## src/rtl/shell_pkg.sv

```systemverilog
////////////////////////////////////////////////////////////////////////////
// Shared types and constants for the core wrapper
// Cache widths must not exceed the scramble key width
////////////////////////////////////////////////////////////////////////////

package shell_pkg;

  ////////////////////////////////////////////////////////////////////////////
  // Core busy signalling
  ////////////////////////////////////////////////////////////////////////////

  // Multi-bit busy code, only two values are legal encodings
  typedef logic [3:0] busy_code_t;

  parameter busy_code_t BusyOn  = 4'b0101;
  parameter busy_code_t BusyOff = 4'b1010;

  ////////////////////////////////////////////////////////////////////////////
  // Instruction cache geometry
  ////////////////////////////////////////////////////////////////////////////

  parameter int unsigned IcNumWays  = 2;
  parameter int unsigned IcNumLines = 64;
  parameter int unsigned IcIndexW   = 6;
  parameter int unsigned IcTagW     = 22;
  parameter int unsigned IcLineW    = 64;

  ////////////////////////////////////////////////////////////////////////////
  // Scrambling
  ////////////////////////////////////////////////////////////////////////////

  parameter int unsigned ScrKeyW = 64;

  // Key in use until the first key arrives, must be non-zero
  parameter logic [ScrKeyW-1:0] ScrKeyDefault = 64'h9E37_79B9_7F4A_7C15;

  ////////////////////////////////////////////////////////////////////////////
  // Register file
  ////////////////////////////////////////////////////////////////////////////

  parameter int unsigned RfAddrW = 5;
  parameter int unsigned RfDataW = 32;

endpackage
```

## src/rtl/register_file.sv

```systemverilog
////////////////////////////////////////////////////////////////////////////
// Flip-flop register file, two read ports and one write port
// Runs on the gated core clock, x0 and absent registers read zero
////////////////////////////////////////////////////////////////////////////

`timescale 1ns/1ps

module register_file import shell_pkg::*; #(
  parameter bit Rv32e = 1'b0
) (
  input  logic               clk_i,
  input  logic               rst_ni,
  input  logic [RfAddrW-1:0] raddr_a_i,
  input  logic [RfAddrW-1:0] raddr_b_i,
  input  logic [RfAddrW-1:0] waddr_i,
  input  logic               we_i,
  input  logic [RfDataW-1:0] wdata_i,
  output logic [RfDataW-1:0] rdata_a_o,
  output logic [RfDataW-1:0] rdata_b_o
);

  localparam int unsigned NumRegs  = Rv32e ? 16 : 32;
  localparam int unsigned NumSlots = 2 ** RfAddrW;

  // One slot per address, unused slots hold a constant zero
  logic [RfDataW-1:0] rf_mem [NumSlots];

  for (genvar i = 0; i < NumSlots; i++) begin : g_regs
    if (i == 0 || i >= NumRegs) begin : g_zero
      assign rf_mem[i] = '0;
    end else begin : g_flop
      logic               wr_en;
      logic [RfDataW-1:0] reg_q;

      // Write address decode for this register
      assign wr_en = we_i & (waddr_i == RfAddrW'(i));

      always_ff @(posedge clk_i or negedge rst_ni) begin
        if (!rst_ni) begin
          reg_q <= '0;
        end else if (wr_en) begin
          reg_q <= wdata_i;
        end
      end

      assign rf_mem[i] = reg_q;
    end
  end

  ////////////////////////////////////////////////////////////////////////////
  // Read ports
  ////////////////////////////////////////////////////////////////////////////

  assign rdata_a_o = rf_mem[raddr_a_i];
  assign rdata_b_o = rf_mem[raddr_b_i];

endmodule

```

## config.mk

```make
export PLATFORM = sky130hd
export DESIGN_NAME = register_file
export DESIGN_NICKNAME = d
export VERILOG_FILES = /design/src/rtl/shell_pkg.sv /design/src/rtl/register_file.sv
export SDC_FILE = /design/constraint.sdc
export NUM_CORES = 2
export LEC_CHECK = 0
export BUFFER_PORTS_ARGS = -buffer_cell sky130_fd_sc_hd__buf_2
export CORE_UTILIZATION = 55
export CTS_BUF_LIST = sky130_fd_sc_hd__clkbuf_8
export CTS_CLUSTER_DIAMETER = 40
export DETAILED_ROUTE_END_ITERATION = 12
export HOLD_SLACK_MARGIN = 0.08
export PLACE_DENSITY = 0.77
export SYNTH_ARGS = -nofsm -noshare
export SYNTH_HDL_FRONTEND = slang
export SYNTH_SLANG_ARGS = --single-unit
```

## constraint.sdc

```tcl
create_clock -name clk_i -period 4.15 [get_ports clk_i]
set_clock_uncertainty 0.05 [all_clocks]
set_input_delay 0.83 -clock clk_i [delete_from_list [all_inputs] [get_ports clk_i]]
set_output_delay 0.83 -clock clk_i [all_outputs]
set_load 0.005 [all_outputs]
```

Yosys cells after proc, flatten, opt, wreduce, memory -nomap -nowiden
Index checks and enable logic that the tools add are counted.

cells by class
  magnitude comparators = 2
  equality and inequality tests = 31
  muxes and demuxes = 6
  bitwise gates (word level) = 33

operators by type and width
  operator                                                   count
  binary-select mux 32 bit (select 5 bit)                    2
  2-to-1 mux 32 bit                                          4
  == test 5 bit (second input constant)                      16
  == test 5 x 4 -> 1 bit (second input constant)             8
  bitwise AND 1 bit                                          31
  == test 5 x 3 -> 1 bit (second input constant)             4
  greater-or-equal comparator 6 bit (second input constant)  2
  inverter 5 -> 6 bit                                        2
  == test 5 x 2 -> 1 bit (second input constant)             2
  == test 5 x 1 -> 1 bit (second input constant)             1

word-level totals
  flip-flop bits (word level) = 992
  output and inout bits = 64
  logic and storage cells = 103

Depth between registers and ports, before layout
  depth in word-level cells = 4
  depth in mapped cells = 9
  mapped depth without buffers = 4

Least setup slack after synthesis
Ideal clock, no wire load.

  path type = input port to output port
  start = in raddr_b_i[0]
  end = out rdata_b_o[10]
  data arrival time = 2.358 ns
  slack = 0.912 ns
  stages on the path = 7
  path buffers = 3
  cell sequence = buf_2 > buf_6 > buf_2 > mux4_2 > a22o_1 > o21ai_1 > o31ai_1

on the way
  cells in the longest elaborated chain, start to end = 4

ends and longest elaborated chain
  what                                                  RTL line             text
  from (decl)                                           register_file.sv:14  input logic [RfAddrW-1:0] raddr_b_i,
  inverter 5 -> 6 bit (implied by the code)             register_file.sv:55  assign rdata_b_o = rf_mem[raddr_b_i];
  binary-select mux 32 bit (select 5 bit)               register_file.sv:55
  2-to-1 mux 32 bit (implied by the code) (2 in a row)  register_file.sv:55
  to (decl)                                             register_file.sv:19  output logic [RfDataW-1:0] rdata_b_o

Every way passes these cells. The select of a mux whose other input is x is not followed.

Worst setup path after layout
  start = in raddr_b_i[1]
  end = out rdata_b_o[10]

The elaborated chain is that of the path after synthesis.

==> key figures <==
Status
  – Status: completed

Synth
  – Post-synthesis sequential area ratio: 0.4667
  – Cells after Synth: 3639
  – Synth Flop Type: dfrtp_1
  – Synth warn: 0
  – Yosys reg bits: 992
  – Post-synth ARST share: 1.000
  – Syn Area/Cell: 14.62 sq um
  – Syn Nets: 3689
  – Synth Cell Area: 0.05319 sq mm
  – Synth cell types: 32
  – Number of synthesized flops with an enable pin: 0

Worst setup path
  – Critical Path Most Common Cell: buf_4
  – Setup Crit Path Kind: primary input to primary output
  – Worst endpoint required time: 3270 ps
  – WP data arrival: 3090 ps
  – Critical Path Source Type: primary input
  – Largest delay contributor family on the critical path: buffers and inverters
  – CP max stage cell: nand2b_2
  – Bufs and invs on worst path: 3
  – Crit end category: primary output
  – Critical Path Fanout Max: 18
  – CP peak stage delay: 600 ps
  – FF-to-FF setup slack: 3270 ps
  – CP cell instances: buf_4 > nand2b_2 > buf_4 > o22ai_1 > a211oi_1 > o31ai_1 > buf_2

Clock tree
  – Clock buffer count from CTS: 172
  – Post-CTS sizing: 0
  – Worst-Skew Late Latency: 860 ps
  – CTS Sinks: 992
  – H-tree level count: 4
  – Worst-case clock buffer depth: 3
  – Post-CTS Setup Inserts: 0
  – CTS tree: yes
  – Root buffer cell: clkbuf_8
  – Clock-pin slew on the worst setup and hold paths: 60 ps
  – CTS Hold Buffers Added: 1

STA
  – Fmax: 251.8 MHz
  – Final hold vios: 0
  – Crit path time final: 3972 ps
  – Final setup fails: 0
  – Final Max Slew Viols: 0
  – Final setup TNS: 0 ps
  – Rel. slew slack: 0.1999
  – Hold WS: 463.2 ps
  – Worst Max-Slew Pin Slew: 1200 ps
  – RSZ-0062 raised after global routing: no
  – Crit share post-route: 0.9570

Cells and area
  – Largest regs: g_regs.g_flop.reg_q (992)
  – Fillers: 6986
  – Area of the multi-input gates: 0.02670 sq mm
  – Most common cell after layout, fill and taps aside: mux2_2
  – Number of flip-flops in the largest register: 992
  – Most frequent cells in the layout: 1010 x mux2_2, 992 x dfrtp_1, 384 x mux4_2
  – Share of post-route cells with drive strength above 1: 0.5245
  – Synthesis-to-layout area growth: 11.93%
  – Nets: 3759
  – Register area: 0.02482 sq mm
  – Fin util: 0.6239
  – Final non-filler cell area: 0.05954 sq mm
  – Largest Register: g_regs.g_flop.reg_q

Drt
  – WL/cell: 31.71 um
  – Routed via count: 35.68k
  – Drt first-iter violations: 4121
  – DR DRC count: 0
  – Total iterations of the first detailed-routing run: 5
  – Final WL: 161.8 mm
  – Vias per cell: 6.993
  – Antenna Nets Post-Route: 0

Placement
  – Cell Area, Placed: 0.05587 sq mm
  – GPL Wtd Cong: 0.8883
  – Detailed Place HPWL: 100.9 mm
  – Port Buffers: 113

Global routing
  – First-pass GRT wire length: 244.3 mm
  – Antenna violations before repair: 13
  – Grt ovf: 0
  – Total GRT Usage: 0.3361
  – Number of global-route vias before repair: 37.17k
  – Largest net degree at the start of global routing: 132

Floorplanning
  – Initial Utilization: 0.5574
  – Die ar.: 0.09797 sq mm
  – I/O pin count: 114
  – FP Rows: 113
  – CORE AREA: 0.09544 sq mm
  – Die Width: 313.0 um
  – Die height: 313.0 um

Power
  – Max VDD drop: 284.0 uV
  – PwrDens: 478.7 mW/mm^2
  – Leak: 26.32 nW

Run
  – Max-cap viol count: 0

Min path
  – Hold WC Path Type: flop to flop
==> synth_stat cells, drive strengths merged (2+ instances only) <==
cell	number	area share
mux2	1056	0.22
mux4	384	0.16
and2	34	0.0040
o31ai	64	0.0090
o21ai	64	0.0060
or3	3	0.00035
nor2b	10	0.0012
a22o	192	0.032
nor3	3	0.00028
o22ai	64	0.0075
inv	2	0.00014
clkbuf	213	0.015
nand4b	3	0.00049
buf	195	0.021
nand2	79	0.0056
dfrtp	992	0.47
nor2	15	0.0011
nor3b	2	0.00038
and3	32	0.0038
a211oi	64	0.0090
mux2i	160	0.030
nand2b	5	0.00059
==> where the power goes <==
group	switching (W)	leakage [nW]	internal (W)	total, W
registers	0.00143	12.7	0.0116	0.0130
clock network	0.00421	2.01	0.00531	0.00951
logic	0.00240	11.6	0.00359	0.00599
total	0.00803	26.3	0.0205	0.0285
==> area by class of cell <==
class,instances,share of cell area
antenna,5,0.0002101
timing repair buffer,304,0.04644
clock buffer,219,0.05062
tap,1265,0.02658
multi-input combinational,2237,0.4483
clock inverter,78,0.01074
sequential,992,0.4169
inverter,2,0.0001471
==> metal layers <==
metal  vias up  track usage  part of all wire
met5         -            0           0.00042
met4        14       0.1448             0.042
met3       499       0.1075              0.11
met2      2096       0.5009              0.46
met1     18800       0.4549              0.39
li1      14270            -                 -
==> per-stage QoR <==
step                      total power, W  setup slack (ps)  instances
after global placement           0.01876             268.7       4799
after global routing             0.02969             139.6       5100
final                            0.02850             178.3       5102
after floorplan                  0.01710             911.6       3639
after CTS                        0.02855             282.0       5097
after detailed placement         0.01906             263.0       4799
==> worst paths after layout <==
path	from	endpoint	cells past startpoint
hold reg to reg	g_regs[12].g_flop.reg_q[10]	g_regs[12].g_flop.reg_q[10]	1
max in group asynchronous	rst_ni	g_regs[9].g_flop.reg_q[10]	3
hold / removal	g_regs[12].g_flop.reg_q[10]	g_regs[12].g_flop.reg_q[10]	1
setup reg to reg	g_regs[20].g_flop.reg_q[20]	g_regs[20].g_flop.reg_q[20]	1
setup / recovery	raddr_b_i[1]	rdata_b_o[10]	7
min in group asynchronous	rst_ni	g_regs[18].g_flop.reg_q[2]	2
==> kinds of logic after synthesis <==
kind of cell           after synthesis  share of synthesized area
DFF                                992                     0.4667
and+or+nand+nor                    189                    0.01811
AOI/OAI and AO/OA                  448                    0.06322
muxes                             1600                     0.4162
buffers and inverters              410                    0.03578
(Power assumes the default switching activity.)
