$ cat src/rtl/shell_pkg.sv
////////////////////////////////////////////////////////////////////////////
// Shared types and constants for the core wrapper
// Cache widths must not exceed the scramble key width
////////////////////////////////////////////////////////////////////////////

package shell_pkg;

  ////////////////////////////////////////////////////////////////////////////
  // Core busy signalling
  ////////////////////////////////////////////////////////////////////////////

  // Multi-bit busy code, only two values are legal encodings
  typedef logic [3:0] busy_code_t;

  parameter busy_code_t BusyOn  = 4'b0101;
  parameter busy_code_t BusyOff = 4'b1010;

  ////////////////////////////////////////////////////////////////////////////
  // Instruction cache geometry
  ////////////////////////////////////////////////////////////////////////////

  parameter int unsigned IcNumWays  = 2;
  parameter int unsigned IcNumLines = 64;
  parameter int unsigned IcIndexW   = 6;
  parameter int unsigned IcTagW     = 22;
  parameter int unsigned IcLineW    = 64;

  ////////////////////////////////////////////////////////////////////////////
  // Scrambling
  ////////////////////////////////////////////////////////////////////////////

  parameter int unsigned ScrKeyW = 64;

  // Key in use until the first key arrives, must be non-zero
  parameter logic [ScrKeyW-1:0] ScrKeyDefault = 64'h9E37_79B9_7F4A_7C15;

  ////////////////////////////////////////////////////////////////////////////
  // Register file
  ////////////////////////////////////////////////////////////////////////////

  parameter int unsigned RfAddrW = 5;
  parameter int unsigned RfDataW = 32;

endpackage
$ cat src/rtl/scramble_key_ctrl.sv
////////////////////////////////////////////////////////////////////////////
// Scramble key request and capture
// A new key is taken on any cycle where key_valid_i is high
////////////////////////////////////////////////////////////////////////////

`timescale 1ns/1ps

module scramble_key_ctrl import shell_pkg::*; (
  input  logic               clk_i,
  input  logic               rst_ni,
  input  logic               key_req_i,
  input  logic               key_valid_i,
  input  logic [ScrKeyW-1:0] key_i,
  output logic               key_valid_o,
  output logic               scramble_req_o,
  output logic [ScrKeyW-1:0] key_o
);

  logic               req_d, req_q;
  logic               valid_d, valid_q;
  logic [ScrKeyW-1:0] key_q;

  // Request rises on the core pulse and holds until a key comes back
  assign req_d = req_q ? ~key_valid_i : key_req_i;

  // Key stays valid until the core asks for a new one
  assign valid_d = req_q     ? key_valid_i :
                   key_req_i ? 1'b0        :
                               valid_q;

  always_ff @(posedge clk_i or negedge rst_ni) begin
    if (!rst_ni) begin
      req_q   <= 1'b0;
      valid_q <= 1'b1;
    end else begin
      req_q   <= req_d;
      valid_q <= valid_d;
    end
  end

  always_ff @(posedge clk_i or negedge rst_ni) begin
    if (!rst_ni) begin
      key_q <= ScrKeyDefault;
    end else if (key_valid_i) begin
      key_q <= key_i;
    end
  end

  assign scramble_req_o = req_q;
  assign key_valid_o    = valid_q;
  assign key_o          = key_q;

endmodule

$ cat config.mk
export PLATFORM = sky130hd
export DESIGN_NAME = scramble_key_ctrl
export DESIGN_NICKNAME = d
export VERILOG_FILES = /design/src/rtl/shell_pkg.sv /design/src/rtl/scramble_key_ctrl.sv
export SDC_FILE = /design/constraint.sdc
export NUM_CORES = 1
export LEC_CHECK = 0
export BUFFER_PORTS_ARGS = -buffer_cell sky130_fd_sc_hd__buf_2
export CAP_MARGIN = 20
export CORE_UTILIZATION = 25
export CTS_CLUSTER_DIAMETER = 200
export DETAILED_ROUTE_END_ITERATION = 8
export PLACE_DENSITY = 0.56
export SYNTH_ARGS = -nofsm -noshare
export SYNTH_HDL_FRONTEND = slang
export SYNTH_SLANG_ARGS = --single-unit
$ cat constraint.sdc
create_clock -name clk_i -period 0.9 [get_ports clk_i]
set_clock_uncertainty 0.1 [all_clocks]
set_input_delay 0.135 -clock clk_i [delete_from_list [all_inputs] [get_ports clk_i]]
set_output_delay 0.135 -clock clk_i [all_outputs]
set_load 0.01 [all_outputs]
Yosys cells after proc, flatten, opt, wreduce, memory -nomap -nowiden
Index checks and enable logic that the tools add are counted.
{"block": "classes", "n_addsub": 0, "mul": 0, "n_div": 0, "n_lt_le_gt_ge": 0, "n_eq_ne": 0, "shifts": 0, "n_mux": 3, "bitwise": 1, "n_reduce_logical": 1}
{"operator": "1-bit 2-to-1 mux", "count": 3}
{"operator": "2-bit nonzero test", "count": 1}
{"operator": "1-bit NOT", "count": 1}
{"block": "word_totals", "ff_bits": 66, "latch_bits": 0, "ram_bits": 0, "mem_bits_ro": 0, "input_bits": 68, "output_inout_bits": 66, "wordCells": 8, "memories": 0}

Depth between registers and ports, before layout
Gate-level depths: netlist (run 1).
{"block": "logic_depth", "ltp_word": 2, "depth_mapped": 3, "ltp_nobuf": 2}

Worst setup path before layout (run 1)
No wires, ideal clock.
{"block": "synth_timing", "path_kind": "input port to flip-flop", "from": "input key_valid_i", "to": "register key_q[21], in the netlist key_o[21]", "arrival_ps": 719, "slack_ps": -44, "path_stages": 3, "cell_sequence": "buf_6 buf_6 mux2_4"}
{"element": "start: declaration", "line": "scramble_key_ctrl.sv:12", "text": "input logic key_valid_i,"}
{"element": "end signal: assignment", "line": "scramble_key_ctrl.sv:43", "text": "key_q <= ScrKeyDefault;"}
{"element": "end signal: assignment", "line": "scramble_key_ctrl.sv:45", "text": "key_q <= key_i;"}
{"element": "end: declaration", "line": "scramble_key_ctrl.sv:21", "text": "logic [ScrKeyW-1:0] key_q;"}
No word-level cell between the ends.

Final worst setup path (run 1)
{"block": "layout_timing", "from": "register valid_q, in the netlist key_valid_o", "to": "output key_valid_o"}
{"element": "start: declaration", "line": "scramble_key_ctrl.sv:20", "text": "logic valid_d, valid_q;"}
{"element": "start signal: assignment", "line": "scramble_key_ctrl.sv:37", "text": "valid_q <= valid_d;"}
{"element": "end: declaration", "line": "scramble_key_ctrl.sv:14", "text": "output logic key_valid_o,"}
No word-level cell between the ends.

==> results_dict.tcl, run 1 <==
set metrics [dict create \
    status "finished with violations" \
    violations "negative setup slack" \
    setup_viol 92 \
    grt_pass1_wl_mm 10.6 \
    critPathCaptureType "output pin" \
    design_area_mm2 0.00484 \
    grt_max_degree 41 \
    synth_most_common_cell "dfstp_2" \
    cp-start-kind "flip-flop" \
    hold_class "input pin to flip-flop" \
    hpwl_mm 3.89 \
    wl_mm 6.82 \
    cts_tree "done" \
    place.gp.congestion 0.684 \
    grt_antenna_before_repair 0 \
    fill_cells 903 \
    cp.buffers_inverters 1 \
    slowest_stage "dfstp_2" \
    dr.pass1.iters 4 \
    cp_top_family "flip-flops" \
    synth_top_area_share_pct 38.6 \
    slew-limit-headroom_pct 85.3 \
    clk_pin_slew_worst_paths_ns 0.07 \
    placedInstanceArea_mm2 0.00353 \
    period_needed_ns 1.23 \
    num_vias 2018 \
    max_freq_mhz 812 \
    hold_viol 0 \
    die_h_um 105 \
    grtUsageTotal_pct 12.3 \
    cts_sinks 66 \
    io_buffers 133 \
    dp_slack_ns -0.162 \
    final_nets 434 \
    synthArstFlopShare_pct 100 \
    power_leakage_nw 2.32 \
    syn_nets 209 \
    syn-cell-area_mm2 0.00266 \
    critical_path_class "flip-flop to output pin" \
    die_w_um 105 \
    dieArea_mm2 0.0110 \
    drt-wirelength-per-cell_um 13.4 \
    ios 134 \
    rows 37 \
    timing.final.max_slew_violations 0 \
    netlist_top_cells_area "dfstp_2 (39%), dfrtp_1 (25%), mux2_4 (21%)" \
    synth_flop_cell "dfstp_2" \
    drc 0 \
    htreeDepth 3 \
    synth_seq_area_share_pct 64.0 \
    synthTopCellsByCount "dfstp_2 (39), mux2_4 (38), dfrtp_1 (27)" \
    start_util_pct 25.7 \
    netlist.top_cell.by_area "dfstp_2" \
    fin_ws_ns -0.331 \
    grt_pass1_vias 2205 \
    ys_ff_latch 66 \
    path_cells "buf_6" \
    crit_fanout 2 \
    ir_drop_v 0.000777 \
    rsz0062_at_grt "yes" \
    drt_iter0_markers 66 \
    yosys_warnings 0 \
    cp-startpoint "key_valid_o" \
    fin_crit_sh_pct 137 \
    finalPower_mw 7.81 \
    critPathMaxStageDelay_ns 0.56 \
    core_area_mm2 0.0103 \
    maxCapViolations 0 \
    reg2reg_from "key_o[34]" \
    synthesis.instances 141 \
    worstPathArrival_ns 1.00 \
    cp_data_required_time_ns 0.66 \
    synth_edf_count 0 \
    synth_area_per_cell_um2 18.8 \
    area_delta_synth_final_pct 82.2 \
    power_density_mw_per_mm2 1610 \
    synth_cell_types 10 \
    clock_path_buffers 2 \
    min_from "key_i[7]" \
    drive_above_1_share_pct 73.6 \
    fin_util_pct 46.9 \
    root_buffer "clkbuf_8" \
    worstMarginPinSlew_ns 0.220 \
    diodes 0 \
    ant_nets 0 \
    vias_per_cell 3.98 \
    clkLatencyLatePin_ns 0.33 \
    numCtsBuffers 9 \
    gr-total-overflow 0 \
]
power by group:
part | internal [mW] | switching (mW)
clock network | 1.22 | 1.10
registers | 3.40 | 0.211
logic | 1.26 | 0.613
total | 5.89 | 1.92
cells in the final DEF (no fill, tap or decap):
cell / instances
buf_2: 82
dlygate4sd3_1: 64
buf_6: 57
mux2_4: 40
dfstp_2: 39
dfrtp_1: 27
mux2_2: 24
clkbuf_8: 12
buf_4: 12
buf_12: 4
clkbuf_1: 2
clkinv_2: 2
dlymetal6s4s_1: 2
nor2_2: 1
a22o_1: 1
inv_1: 1
mux2i_1: 1
final cells by class:
class	instances	area, um^2	share of cell area, %
inverters	1	3.75	0.0775
well taps	136	170	3.52
clock buffers	14	173	3.57
clock inverters	2	10.0	0.207
flip-flops and latches	66	1700	35.1
repair buffers	221	1890	39.0
multi-input cells	67	896	18.5
cells by family (layout without fill, tap and decap cells):
| kind of cell | Yosys count | after routing | synth area share [%] |
|---|---|---|---|
| multiplexers | 65 | 65 | 32.9 |
| AO/OA/AOI/OAI | 1 | 1 | 0.330 |
| flip-flops | 66 | 66 | 64.0 |
| buffers and inverters | 8 | 238 | 2.64 |
| AND/OR/NAND/NOR | 1 | 1 | 0.141 |
routing by layer:
metal,vias up,wire [um],global-route usage (%)
li1,939,-,-
met5,-,0,0
met3,8,484,4.62
met1,982,2790,14.2
met2,89,3460,20.1
met4,0,89,5.63
worst register-to-register path: stages, from the launching register on:
cell and delay, ns:
dfrtp_1 0.40, buf_6 0.12, mux2_4 0.26
through the flow:
stage          hold WS [ns]  TNS [ns]  std cells
5_1_grt               0.113    -21.68        507
3_3_place_gp         0.0326     -6.30        410
6_report              0.123    -18.28        507
2_1_floorplan        -0.261    -0.132        141
4_1_cts               0.156    -19.85        506
3_5_place_dp         0.0345     -7.02        410
sequential cells by signal, indices dropped and copies added (netlist names):
register        flops
key_o              64
key_valid_o         1
scramble_req_o      1
timing repair:
action | CTS | global route
gates resized for setup | 40 | 22
endpoints found under the setup margin | 66 | 89
buffers inserted | 14 | 6
endpoints found under the hold margin | 132 | 0
hold buffers | 66 | 0
pin swaps | 0 | 1
path summary, 6_finish.rpt:
| kind | to | slack [ns] | depth (start not counted) |
|---|---|---|---|
| hold / removal | key_o[7] | 0.12 | 3 |
| setup reg to reg | key_o[34] | -0.10 | 2 |
| max in group asynchronous | key_o[17] | 0.17 | 3 |
| min in group asynchronous | key_o[23] | 0.23 | 3 |
| hold reg to reg | key_o[6] | 0.41 | 1 |
| setup / recovery | key_valid_o | -0.33 | 1 |
(Power assumes the default switching activity.)
==> run 2, diff against run 1 <==
- CORE_UTILIZATION: 25 -> 38
- PLACE_DENSITY: 0.56 -> 0.76
==> run 2 against run 1 <==
- largest power group unchanged
- via count is 0.94% higher
- the flow finishes with violations (negative hold slack, negative setup slack)
- highest routed layer unchanged
- non-clock buffer count is 9 lower
- cell area is 3.4% lower
==> results_dict.tcl, run 2 (synthesized netlist as in run 1, its figures left out) <==
set metrics [dict create \
    final_common_cell "buf_2" \
    num_vias 2037 \
    ir_drop_v 0.00112 \
    cp_top_family "flip-flops" \
    max_freq_mhz 810 \
    worstPathArrival_ns 1.00 \
    die_h_um 85.6 \
    regArea_mm2 0.00170 \
    status "finished with violations" \
    grt_pass1_wl_mm 11.4 \
    power_density_mw_per_mm2 1630 \
    drt_iter0_markers 41 \
    cts_sinks 66 \
    slew-limit-headroom_pct 87.3 \
    grt_pass1_vias 2298 \
    grt_max_degree 37 \
    reg2reg_to "key_o[6]" \
    critPathMaxStageDelay_ns 0.56 \
    reg2reg_from "key_o[6]" \
    fill_cells 437 \
    fin_ws_ns -0.334 \
    hpwl_mm 3.90 \
    violations "negative hold slack, negative setup slack" \
    dr.pass1.iters 4 \
    placedInstanceArea_mm2 0.00348 \
    rows 30 \
    finalPower_mw 7.63 \
    timing.final.max_slew_violations 0 \
    critical_path_class "flip-flop to output pin" \
    cp_data_required_time_ns 0.66 \
    clk_pin_slew_worst_paths_ns 0.07 \
    grt_antenna_before_repair 0 \
    root_buffer "clkbuf_8" \
    ant_nets 0 \
    clock_path_buffers 2 \
    slowest_stage "dfstp_2" \
    dieArea_mm2 0.00733 \
    drc 0 \
    multiInputGateArea_um2 905 \
    diodes 0 \
    min_from "key_i[15]" \
    grtUsageTotal_pct 20.5 \
    area_delta_synth_final_pct 76.0 \
    vias_per_cell 4.62 \
    final_nets 425 \
    fin_util_pct 69.2 \
    period_needed_ns 1.23 \
    reg2reg_slack_ns -0.11 \
    maxCapViolations 0 \
    place.gp.congestion 0.681 \
    cp-start-kind "flip-flop" \
    worstMarginPinSlew_ns 0.191 \
    cts_tree "done" \
    holdPathEnd "key_o[15]" \
    path_cells "buf_6" \
    rsz0062_at_grt "yes" \
    hold_viol 11 \
    critPathCaptureType "output pin" \
    start_util_pct 39.3 \
    fin_crit_sh_pct 137 \
    htreeDepth 3 \
    final_cell_mix "buf_2 (83), buf_6 (57), dlygate4sd3_1 (53)" \
    setup_viol 101 \
    power_leakage_nw 2.28 \
    holdPathStages 2 \
    fin_hold_ws_ns -0.0581 \
    cp.buffers_inverters 1 \
    largest_reg_flops 64 \
    drt-wirelength-per-cell_um 17.1 \
    die_w_um 85.6 \
    hold_class "input pin to flip-flop" \
    crit_fanout 2 \
    numCtsBuffers 9 \
    wl_mm 7.55 \
    reg2reg_depth 2 \
    gr-total-overflow 0 \
    drive_above_1_share_pct 75.9 \
    clkLatencyLatePin_ns 0.32 \
    fin_setup_tns_ns -18.49 \
    core_area_mm2 0.00676 \
    io_buffers 133 \
    ios 134 \
    design_area_mm2 0.00467 \
]
-- run 2: cell types whose count changed in the layout (fill, tap and decap cells not counted), sizes merged --
| cell | delta |
|---|---|
| buf | +2 |
| clkbuf | -2 |
| dlygate4sd3 | -11 |
| clkinvlp | +1 |
-- run 2: power by group --
| part | internal, mW | switching [mW] |
|---|---|---|
| logic | 1.25 | 0.642 |
| registers | 3.40 | 0.228 |
| clock network | 1.05 | 1.06 |
-- run 2: worst max-delay path by stage --
| stage | startpoint | to | slack [ns] | depth (start not counted) |
|---|---|---|---|---|
| floorplan | key_valid_i | key_o[51] | -0.01 | 3 |
| global placement | key_valid_i | key_o[47] | -0.16 | 3 |
| detailed placement | key_valid_i | key_o[42] | -0.17 | 3 |
| CTS | key_o[12] | key_o[12] | -0.34 | 1 |
| global route | key_o[13] | key_o[13] | -0.37 | 1 |
| finish | key_o[2] | key_o[2] | -0.33 | 1 |
-- run 2: layer usage --
metal	track usage, %	vias up	share of wire [%]
met5	0	-	0
met4	7.42	0	0.91
met3	7.70	6	7.8
met2	35.2	102	52
met1	23.4	1002	39
li1	-	927	-
-- run 2: layout make-up --
cell class                 instances  area share, %
clock inverter                     3          0.375
multi-input combinational         67           19.4
inverter                           1         0.0803
clock buffer                      12           3.10
sequential                        66           36.4
tap                               80           2.14
timing repair buffer             212           38.6
-- run 2: timing repair --
action                                 4_1_cts  5_1_grt
endpoints found under the hold margin      131       16
resized for setup                           40       25
setup endpoints to repair                   66       88
setup buffers                               15        7
pin swaps                                    0        1
hold buffers                                50        5
-- run 2: metrics by stage --
stage	cells	worst slack (ns)
after global routing	441	-0.373
final	441	-0.334
after CTS	435	-0.338
after detailed placement	355	-0.171
after floorplan	141	-0.0103
after global placement	355	-0.160
==> run 3, diff against run 2 <==
- TNS_END_PERCENT: not set -> 30
==> run 3 against run 2 <==
- the run still ends with negative hold slack, negative setup slack left
- flip-flop and latch count is the same
- cell area down 2.8%
- hold slack worse by 0.0030 ns
- die area is the same
- utilization fell by 1.9 points
- via count is 1.9% lower
- critical path depth stayed put
- power decreased by 1.9%
- critical path type unchanged
==> results_dict.tcl, run 3 (synthesized netlist as in run 1, its figures left out) <==
set metrics [dict create \
    status "finished with violations" \
    violations "negative hold slack, negative setup slack" \
    fill_cells 452 \
    critical_path_class "flip-flop to output pin" \
    gr-total-overflow 0 \
    use_met1_pct 23.3 \
    ios 134 \
    rsz0062_at_grt "yes" \
    met3_usage_pct 7.89 \
    maxCapViolations 0 \
    dieArea_mm2 0.00733 \
    fin_crit_sh_pct 137 \
    diodes 0 \
    reg2reg_depth 2 \
    largest_reg_flops 64 \
    clk_pin_slew_worst_paths_ns 0.07 \
    worstMarginPinSlew_ns 0.196 \
    drt_iter0_markers 37 \
    start_util_pct 39.3 \
    clkLatencyLatePin_ns 0.33 \
    num_vias 1998 \
    drive_above_1_share_pct 75.1 \
    cts_sinks 66 \
    ant_nets 0 \
    die_w_um 85.6 \
    reg2reg_slack_ns -0.04 \
    grt_max_degree 37 \
    met2_usage_pct 34.3 \
    dr.pass1.iters 4 \
    crit_fanout 2 \
    numCtsBuffers 9 \
    wl_mm 7.24 \
    period_needed_ns 1.23 \
    critPathCaptureType "output pin" \
    hpwl_mm 3.90 \
    grt_antenna_before_repair 0 \
    cp.buffers_inverters 1 \
    rows 30 \
    root_buffer "clkbuf_8" \
    fin_hold_ws_ns -0.0610 \
    final_nets 414 \
    setup_viol 83 \
    cts_tree "done" \
    core_area_mm2 0.00676 \
    finalPower_mw 7.49 \
    path_cells "buf_6" \
    holdPathStages 2 \
    io_buffers 133 \
    design_area_mm2 0.00454 \
    power_density_mw_per_mm2 1650 \
    reg2reg_to "key_o[0]" \
    hold_viol 12 \
    htreeDepth 3 \
    hold_class "input pin to flip-flop" \
    die_h_um 85.6 \
    drc 0 \
    dp_slack_ns -0.171 \
    place.gp.congestion 0.681 \
    drt-wirelength-per-cell_um 16.8 \
    clock_path_buffers 2 \
    max_freq_mhz 812 \
    reg2reg_from "key_o[0]" \
    fin_setup_tns_ns -17.52 \
    final_common_cell "buf_2" \
    grt_pass1_vias 2251 \
    grt_pass1_wl_mm 11.2 \
    slew-limit-headroom_pct 86.9 \
    cp-start-kind "flip-flop" \
    critPathMaxStageDelay_ns 0.56 \
    slowest_stage "dfstp_2" \
    ir_drop_v 0.00109 \
    fin_ws_ns -0.331 \
    top_usage_layer "met2" \
    power_leakage_nw 2.27 \
    worstPathArrival_ns 1.00 \
    placedInstanceArea_mm2 0.00348 \
    cp_data_required_time_ns 0.66 \
    timing.final.max_slew_violations 0 \
    grtUsageTotal_pct 20.3 \
    min_from "key_i[62]" \
    final_cell_mix "buf_2 (87), buf_6 (45), dlygate4sd3_1 (44)" \
    area_delta_synth_final_pct 71.0 \
    cp_top_family "flip-flops" \
    vias_per_cell 4.65 \
    holdPathEnd "key_o[62]" \
]
==> run 3: cell count changes in the layout (fill, tap and decap cells not counted), moves of 2 or more <==
cell            delta
buf_6             -12
dlygate4sd3_1      -9
dlymetal6s4s_1     +8
buf_2              +4
buf_4              -2
==> run 3: what timing repair did <==
action                                 CTS  global route
endpoints found under the hold margin  131            16
gates cloned                             0             0
hold buffers                            50             4
setup endpoints to repair               66            80
buffers inserted                         3             3
resized for setup                       39            18
==> run 3: how the worst max path moves through the flow <==
| stage | from | end | slack [ns] | cells after the start |
|---|---|---|---|---|
| 2_1_floorplan | key_valid_i | key_o[51] | -0.01 | 3 |
| 3_3_place_gp | key_valid_i | key_o[47] | -0.16 | 3 |
| 3_5_place_dp | key_valid_i | key_o[42] | -0.17 | 3 |
| 4_1_cts | key_o[12] | key_o[12] | -0.34 | 1 |
| 5_1_grt | key_o[39] | key_o[39] | -0.37 | 1 |
| 6_report | key_o[60] | key_o[60] | -0.33 | 1 |
==> run 3: power breakdown <==
| part | internal, mW | switching (mW) | leakage (nW) |
|---|---|---|---|
| registers | 3.40 | 0.222 | 0.726 |
| logic | 1.14 | 0.608 | 1.46 |
| clock network | 1.05 | 1.05 | 0.0822 |
| total | 5.60 | 1.88 | 2.27 |
==> run 3: layout make-up <==
type / count / area, um^2 / share of cell area [%]
timing repair buffer: 201 / 1680 / 37.0
multi-input combinational: 67 / 893 / 19.7
tap: 80 / 100 / 2.20
sequential: 66 / 1700 / 37.4
clock inverter: 3 / 17.5 / 0.386
inverter: 1 / 3.75 / 0.0826
clock buffer: 12 / 145 / 3.19
==> run 3: metrics by stage <==
stage / instances / util [%]
finish: 430 / 67.2
global route: 430 / 67.2
CTS: 423 / 65.3
detailed placement: 355 / 51.5
global placement: 355 / 51.5
floorplan: 141 / -
==> run 3: per-layer routing <==
layer	wire [um]	share of wire, %
met5	0	0
met4	139	1.9
met3	574	7.9
met2	3660	51
met1	2870	40
